<file path="config.mk">
export PLATFORM = sky130hd
export DESIGN_NAME = channel_adder
export DESIGN_NICKNAME = d
export VERILOG_FILES = /design/src/source/channel_sum_pkg.sv /design/src/source/pixel_delay_line.sv /design/src/source/sum_node.sv /design/src/source/adder_tree.sv /design/src/source/frame_position_counter.sv /design/src/source/channel_adder.sv
export SDC_FILE = /design/constraint.sdc
export NUM_CORES = 2
export LEC_CHECK = 0
export ABC_AREA = 1
export ABC_CLOCK_PERIOD_IN_PS = 135000
export BUFFER_PORTS_ARGS = -buffer_cell sky130_fd_sc_hd__clkbuf_2
export CORE_ASPECT_RATIO = 0.5
export CORE_MARGIN = 4
export CORE_UTILIZATION = 60
export CTS_CLUSTER_DIAMETER = 100
export DETAILED_ROUTE_END_ITERATION = 16
export PLACE_DENSITY = 0.85
export SYNTH_ARGS = -nofsm -noshare
export SYNTH_HDL_FRONTEND = slang
export SYNTH_SLANG_ARGS = --single-unit
</file>
<file path="constraint.sdc">
create_clock -name clk -period 135 [get_ports clk]
set_clock_uncertainty 0.05 [all_clocks]
set_input_delay 27 -clock clk [delete_from_list [all_inputs] [get_ports clk]]
set_output_delay 27 -clock clk [all_outputs]
set_load 0.05 [all_outputs]
</file>
<file path="src/source/channel_sum_pkg.sv">
package channel_sum_pkg;

  //////////////////////////////////////////////////////////////////////
  // Sizes

  localparam int CHANNELS    = 8;
  localparam int MAP_PIXELS  = 16;
  localparam int PIXEL_WIDTH = 16;
  localparam int TREE_LEVELS = $clog2(CHANNELS);

  // Each tree level adds one bit, so the full sum cannot overflow
  localparam int SUM_WIDTH = PIXEL_WIDTH + TREE_LEVELS;

  localparam int PIXEL_COUNT_WIDTH   = $clog2(MAP_PIXELS);
  localparam int CHANNEL_COUNT_WIDTH = $clog2(CHANNELS);

  //////////////////////////////////////////////////////////////////////
  // Types

  typedef logic signed [PIXEL_WIDTH-1:0] pixel_t;
  typedef logic signed [SUM_WIDTH-1:0]   sum_t;

  // Index k holds channel CHANNELS-1-k of one pixel position
  typedef pixel_t [CHANNELS-1:0] tap_vector_t;

  typedef struct packed {
    logic last_channel;
    logic last_pixel;
  } frame_pos_t;

  typedef struct packed {
    sum_t sum;
    logic frame_end;
  } sum_beat_t;

endpackage

</file>
<file path="src/source/pixel_delay_line.sv">
`timescale 1ns/1ps

module pixel_delay_line
  import channel_sum_pkg::*;
(
  input  logic   clk,
  input  logic   reset,
  input  logic   shift,
  input  pixel_t pixel_in,
  output pixel_t pixel_out
);

  // Entry 0 holds the newest accepted pixel
  pixel_t entries [MAP_PIXELS];

  always_ff @(posedge clk) begin
    if (reset) begin
      for (int i = 0; i < MAP_PIXELS; i++) begin
        entries[i] <= '0;
      end
    end else if (shift) begin
      entries[0] <= pixel_in;
      for (int i = 1; i < MAP_PIXELS; i++) begin
        entries[i] <= entries[i-1];
      end
    end
  end

  // Oldest entry is the same position one map earlier
  assign pixel_out = entries[MAP_PIXELS-1];

  // A cleared line must never feed unknowns into the tree
  output_known: assert property (
    @(posedge clk) disable iff (reset)
    !$isunknown(pixel_out)
  ) else $error("delay line output is unknown");

endmodule

</file>
<file path="src/source/sum_node.sv">
`timescale 1ns/1ps

module sum_node #(
  parameter type operand_t = logic signed [7:0],
  parameter type result_t  = logic signed [8:0]
) (
  input  logic     clk,
  input  logic     reset,
  input  logic     valid_in,
  input  operand_t a,
  input  operand_t b,
  output result_t  result,
  output logic     valid_out
);

  result_t sum_q;

  // Operands are signed, so the casts sign-extend before the add
  always_ff @(posedge clk) begin
    if (valid_in) begin
      sum_q <= result_t'(a) + result_t'(b);
    end
  end

  always_ff @(posedge clk) begin
    if (reset) begin
      valid_out <= 1'b0;
    end else begin
      valid_out <= valid_in;
    end
  end

  assign result = sum_q;

  // Held result must stay put between accepted operand pairs
  result_holds: assert property (
    @(posedge clk) disable iff (reset)
    $changed(sum_q) |-> $past(valid_in)
  ) else $error("sum node result changed without a valid input");

endmodule

</file>
<file path="src/source/adder_tree.sv">
`timescale 1ns/1ps

module adder_tree
  import channel_sum_pkg::*;
(
  input  logic        clk,
  input  logic        reset,
  input  tap_vector_t taps,
  input  logic        taps_valid,
  output sum_t        sum,
  output logic        sum_valid
);

  localparam int NODES_L0 = CHANNELS / 2;
  localparam int NODES_L1 = CHANNELS / 4;

  typedef logic signed [PIXEL_WIDTH:0]   level0_sum_t;
  typedef logic signed [PIXEL_WIDTH+1:0] level1_sum_t;

  level0_sum_t         sum_l0 [NODES_L0];
  logic [NODES_L0-1:0] valid_l0;
  level1_sum_t         sum_l1 [NODES_L1];
  logic [NODES_L1-1:0] valid_l1;

  //////////////////////////////////////////////////////////////////////
  // Level 0, tap i pairs with tap i+CHANNELS/2

  for (genvar i = 0; i < NODES_L0; i++) begin : g_level0
    sum_node #(
      .operand_t(pixel_t),
      .result_t (level0_sum_t)
    ) u_node (
      .clk      (clk),
      .reset    (reset),
      .valid_in (taps_valid),
      .a        (taps[i]),
      .b        (taps[i+NODES_L0]),
      .result   (sum_l0[i]),
      .valid_out(valid_l0[i])
    );
  end

  //////////////////////////////////////////////////////////////////////
  // Level 1

  for (genvar i = 0; i < NODES_L1; i++) begin : g_level1
    sum_node #(
      .operand_t(level0_sum_t),
      .result_t (level1_sum_t)
    ) u_node (
      .clk      (clk),
      .reset    (reset),
      .valid_in (valid_l0[i] & valid_l0[i+NODES_L1]),
      .a        (sum_l0[i]),
      .b        (sum_l0[i+NODES_L1]),
      .result   (sum_l1[i]),
      .valid_out(valid_l1[i])
    );
  end

  //////////////////////////////////////////////////////////////////////
  // Level 2, final sum

  sum_node #(
    .operand_t(level1_sum_t),
    .result_t (sum_t)
  ) u_root (
    .clk      (clk),
    .reset    (reset),
    .valid_in (valid_l1[0] & valid_l1[1]),
    .a        (sum_l1[0]),
    .b        (sum_l1[1]),
    .result   (sum),
    .valid_out(sum_valid)
  );

  // All nodes of a level see the same beat, so their valids move together
  level_valids_aligned: assert property (
    @(posedge clk) disable iff (reset)
    (&valid_l0 == |valid_l0) && (&valid_l1 == |valid_l1)
  ) else $error("adder tree operand valids are misaligned");

endmodule

</file>
<file path="src/source/frame_position_counter.sv">
`timescale 1ns/1ps

module frame_position_counter
  import channel_sum_pkg::*;
(
  input  logic       clk,
  input  logic       reset,
  input  logic       pixel_valid,
  output frame_pos_t position
);

  logic [PIXEL_COUNT_WIDTH-1:0]   pixel_count;
  logic [CHANNEL_COUNT_WIDTH-1:0] channel_count;

  // Flags describe the pixel accepted this cycle
  always_comb begin
    position.last_pixel   = (pixel_count == PIXEL_COUNT_WIDTH'(MAP_PIXELS - 1));
    position.last_channel = (channel_count == CHANNEL_COUNT_WIDTH'(CHANNELS - 1));
  end

  always_ff @(posedge clk) begin
    if (reset) begin
      pixel_count   <= '0;
      channel_count <= '0;
    end else if (pixel_valid) begin
      if (position.last_pixel) begin
        pixel_count <= '0;
        // Wrap to channel 0 at the end of the frame
        if (position.last_channel) begin
          channel_count <= '0;
        end else begin
          channel_count <= channel_count + 1'b1;
        end
      end else begin
        pixel_count <= pixel_count + 1'b1;
      end
    end
  end

  frame_wraps: assert property (
    @(posedge clk) disable iff (reset)
    pixel_valid && position.last_pixel && position.last_channel
    |=> (pixel_count == '0) && (channel_count == '0)
  ) else $error("frame position did not wrap after the last pixel");

endmodule

</file>
<file path="src/source/channel_adder.sv">
`timescale 1ns/1ps

module channel_adder
  import channel_sum_pkg::*;
(
  input  logic      clk,
  input  logic      reset,
  input  pixel_t    pixel_in,
  input  logic      pixel_valid,
  output sum_beat_t sum_out,
  output logic      sum_valid
);

  pixel_t                 chain [CHANNELS];
  frame_pos_t             position;
  tap_vector_t            taps;
  logic                   taps_valid;
  logic                   tap_last_pixel;
  logic [TREE_LEVELS-1:0] frame_end_pipe;
  sum_t                   tree_sum;

  //////////////////////////////////////////////////////////////////////
  // Delay chain, one map per link

  assign chain[0] = pixel_in;

  for (genvar k = 0; k < CHANNELS - 1; k++) begin : g_delay
    pixel_delay_line u_line (
      .clk      (clk),
      .reset    (reset),
      .shift    (pixel_valid),
      .pixel_in (chain[k]),
      .pixel_out(chain[k+1])
    );
  end

  frame_position_counter u_counter (
    .clk        (clk),
    .reset      (reset),
    .pixel_valid(pixel_valid),
    .position   (position)
  );

  //////////////////////////////////////////////////////////////////////
  // Tap capture

  // Chain link k holds channel CHANNELS-1-k on a last-channel beat
  always_ff @(posedge clk) begin
    if (pixel_valid) begin
      for (int k = 0; k < CHANNELS; k++) begin
        taps[k] <= chain[k];
      end
    end
  end

  always_ff @(posedge clk) begin
    if (reset) begin
      taps_valid     <= 1'b0;
      tap_last_pixel <= 1'b0;
      frame_end_pipe <= '0;
    end else begin
      taps_valid <= pixel_valid && position.last_channel;
      if (pixel_valid) begin
        tap_last_pixel <= position.last_pixel;
      end
      // Matches the fixed depth of the tree
      frame_end_pipe <= {frame_end_pipe[TREE_LEVELS-2:0], taps_valid && tap_last_pixel};
    end
  end

  adder_tree u_tree (
    .clk       (clk),
    .reset     (reset),
    .taps      (taps),
    .taps_valid(taps_valid),
    .sum       (tree_sum),
    .sum_valid (sum_valid)
  );

  assign sum_out = '{sum: tree_sum, frame_end: frame_end_pipe[TREE_LEVELS-1]};

  // The side pipe and the tree must stay in step
  frame_end_on_sum: assert property (
    @(posedge clk) disable iff (reset)
    sum_out.frame_end |-> sum_valid
  ) else $error("frame end flag without a summed pixel");

endmodule

</file>
==> results by group <==
Logic synthesis
  • Net Count, Synth: 7248
  • Mean post-synth cell area: between 10 and 15 sq um
  • FF+latch count, synth: 2058
  • Ys Warns: 0
  • Register area share after synthesis: 0.745
  • Yosys cell types: 26
  • Mapped cell area: 0.0828 sq mm
  • Syn Inst Count: 7103

Timing
  • Setup violations, final: 0
  • Period utilization: 0.262
  • Fin. max-slew vios: 0
  • Fmax achieved: ~0.028 GHz
  • Final Hold Viols: 0
  • Fin Setup TNS: 0 ps
  • Crit path time final: 35390 ps
  • Worst slew margin: 0.192
  • RSZ-0062 raised after global routing: no
  • Setup ws final: 99610 ps
  • Worst-margin pin slew: around 1200 ps

Layout
  • Final core area utilization: 0.656
  • Area growth syn-to-layout: 8.67%
  • Final net count: 7291
  • Share of cells above drive strength 1: 0.0423
  • Commonest non-fill, non-tap cell in the layout: edfxtp_1
  • Most frequent cells in the layout: edfxtp_1 (2043), inv_1 (1967), nor2_1 (1912)

Setup path
  • Crit path kind: input port to flop
  • CP max stage delay: 920 ps
  • Worst setup EP type: flop
  • Slowest CP cell: buf_4
  • Critical Path Source Type: input port
  • Worst path cell trace: buf_6 -> inv_1 -> nand2_4 -> buf_12 -> buf_12 -> buf_4 -> buf_4 -> buf_4 -> buf_4 -> buf_4 -> buf_4
  • CP Data Required Time: roughly 140000 ps
  • Worst path arrival time: 35740 ps
  • CP max FO: 204
  • Crit-path most repeated cell: buf_4

Die
  • # rows: 96
  • Die Wd: 533 microns
  • Core ar.: 0.137 sq mm
  • Die area: 0.144 sq mm
  • Io pins: 40
  • Starting Density: 0.604
  • Die Y: roughly 270 microns

Power and ir drop
  • Power Internal: 1030 uW
  • Sequential Power Share: 0.579
  • Max VDD drop: 0.0148 mV
  • Logic pwr share: 0.053
  • PwrDens: ~15 mW/mm^2
  • Switching Fraction: 0.222
  • Sw Pwr: 293 uW
  • Power share of the clock group: 0.368
  • Lkg Pwr: 0.0374 uW

Clocking
  • Htree depth: 4
  • Clock buffer count from CTS: approximately 170
  • Worst-path clk slew: approximately 60 ps
  • Clock Tree Buf Depth: 3
  • Latest clock arrival within the worst-skew pair: 800 ps
  • CTS tree: done
  • # clock sinks: 2058
  • Post_cts resized: 0
  • CTS Hold Buffers Added: 0
  • Setup bufs post-CTS: 0
  • Root Buffer: clkbuf_16

Global routing
  • Initial antenna violation count: 7
  • Tot GR Track Use: 0.214
  • Number of global-route vias before repair: 45000
  • Global-route wire length before repair: 242 mm
  • Largest net degree at the start of global routing: roughly 220
  • Grt total ovfl: 0

Routing
  • Via count: 45900
  • Total Wirelength: 155 mm
  • Detailed Route Iter0 Violations: 5711
  • Initial DRT Pass Iterations: 8
  • Vias per cell: 5.02
  • ANT nets after route: 0
  • Avg WL per Cell: 16.9 microns
  • Drt drc: 0

Run status
  • Status: finished clean

Placed design
  • Routability congestion estimate: 0.884
  • Pre-CTS setup slack: 98780 ps
  • Port bufs: 39
  • Estimated wirelength of the detail-placed design: a little over 90 mm

Job
  • Max Cap Viol: 0

Min path
  • Worst Hold Class: flop to flop
[logic make-up after synthesis]
| group | after synthesis | share of synthesized area |
|---|---|---|
| flip-flops | 2058 | 0.745 |
| AO/OA/AOI/OAI | 162 | 0.0101 |
| AND/OR/NAND/NOR | 2534 | 0.117 |
| adder cells (fa/ha/maj) | 126 | 0.0197 |
| XOR/XNOR | 54 | 0.00572 |
| buffers and inverters | 2169 | 0.102 |
[cells in the mapped netlist]
library cell / n / share of area
edfxtp_1: 2043 / 0.74
inv_1: 1967 / 0.089
nor2_1: 1912 / 0.087
nand2_1: 477 / 0.022
buf_2: 180 / 0.011
ha_1: 119 / 0.018
a21oi_1: 109 / 0.0066
nand3_1: 107 / 0.0065
xor2_1: 45 / 0.0048
o21ai_0: 44 / 0.0027
nor3_1: 19 / 0.0011
dfxtp_1: 15 / 0.0036
and2_1: 12 / 0.00091
xnor2_1: 9 / 0.00095
buf_4: 7 / 0.00064
buf_6: 7 / 0.00095
clkbuf_1: 7 / 0.00032
fa_1: 7 / 0.0017
a21o_1: 5 / 0.00045
nand4_1: 5 / 0.00038
o21bai_1: 2 / 0.00018
inv_2: 1 / 0.000045
nand3b_1: 1 / 0.000091
nor2_4: 1 / 0.00014
o211a_1: 1 / 0.00012
o22ai_1: 1 / 0.000076
[path summary, 6_finish.rpt]
path                                                                  endpoint  depth (start not counted)                                           from  slack (ps)
worst min-delay path                              frame_end_pipe[1]$_SDFF_PP0_                          2                   frame_end_pipe[0]$_SDFF_PP0_         360
worst min register to register                    frame_end_pipe[1]$_SDFF_PP0_                          2                   frame_end_pipe[0]$_SDFF_PP0_         360
worst max-delay path            g_delay[0].u_line.entries[0][44]$_SDFFCE_PN0P_                         11                                    pixel_valid       99610
worst max register to register   u_tree.g_level1[0].u_node.result[6]$_DFFE_PP_                          7  u_tree.g_level0[0].u_node.result[0]$_DFFE_PP_      132300
[cell type report]
type | instances | area [sq um]
antenna | 1 | 2.50
clock buffer | 210 | 4430
tap | 1862 | 2330
multi-input combinational | 2876 | 12700
timing repair buffer | 75 | 532
inverter | 1968 | 7390
clock inverter | 94 | 920
fill | 8770 | 47100
sequential | 2058 | 61700
[registers in the layout, summed over array words and instances (netlist names)]
register / cells
u_counter.channel_count: 3
u_tree.g_level0.u_node.result: 68
u_tree.g_level0.u_node.valid_out: 1
frame_end_pipe: 3
u_tree.u_root.valid_out: 1
u_counter.pixel_count: 4
u_tree.u_root.result: 19
taps: 128
tap_last_pixel: 1
g_delay.u_line.entries: 1792
u_tree.g_level1.u_node.result: 36
taps_valid: 1
u_tree.g_level1.u_node.valid_out: 1
[power groups by stage]
stage	combinational, uW	clock, uW	sequential (uW)
global route	79.3	518	766
CTS	69.9	490	763
detailed placement	67.7	0	776
floorplan	49.6	0	820
global placement	64.7	0	774
finish	69.8	485	763
[worst max-delay path, delay by kind of cell]
kind / cells / cell delay [ps]
simple gates: 1 / 510
buf+inv: 10 / 7470
[metal layers]
metal | track usage | vias to the layer above | wire, microns
met5 | 0 | - | 26
met4 | 0.0574 | 4 | 3350
met3 | 0.0398 | 255 | 13100
met2 | 0.347 | 1674 | 74000
met1 | 0.303 | 22000 | 64200
li1 | - | 21900 | -
[through the flow]
stage / instances / power [uW] / hold WS [ps] / cell area, sq um
finish: 9144 / 1320 / 359 / 89900
global route: 9143 / 1360 / 381 / 89900
global placement: 8839 / 839 / 353 / 84600
detailed placement: 8839 / 844 / 353 / 84600
CTS: 9143 / 1320 / 365 / 89900
floorplan: 7103 / 870 / 338 / 82800
Power figures use the tool's default switching activity.
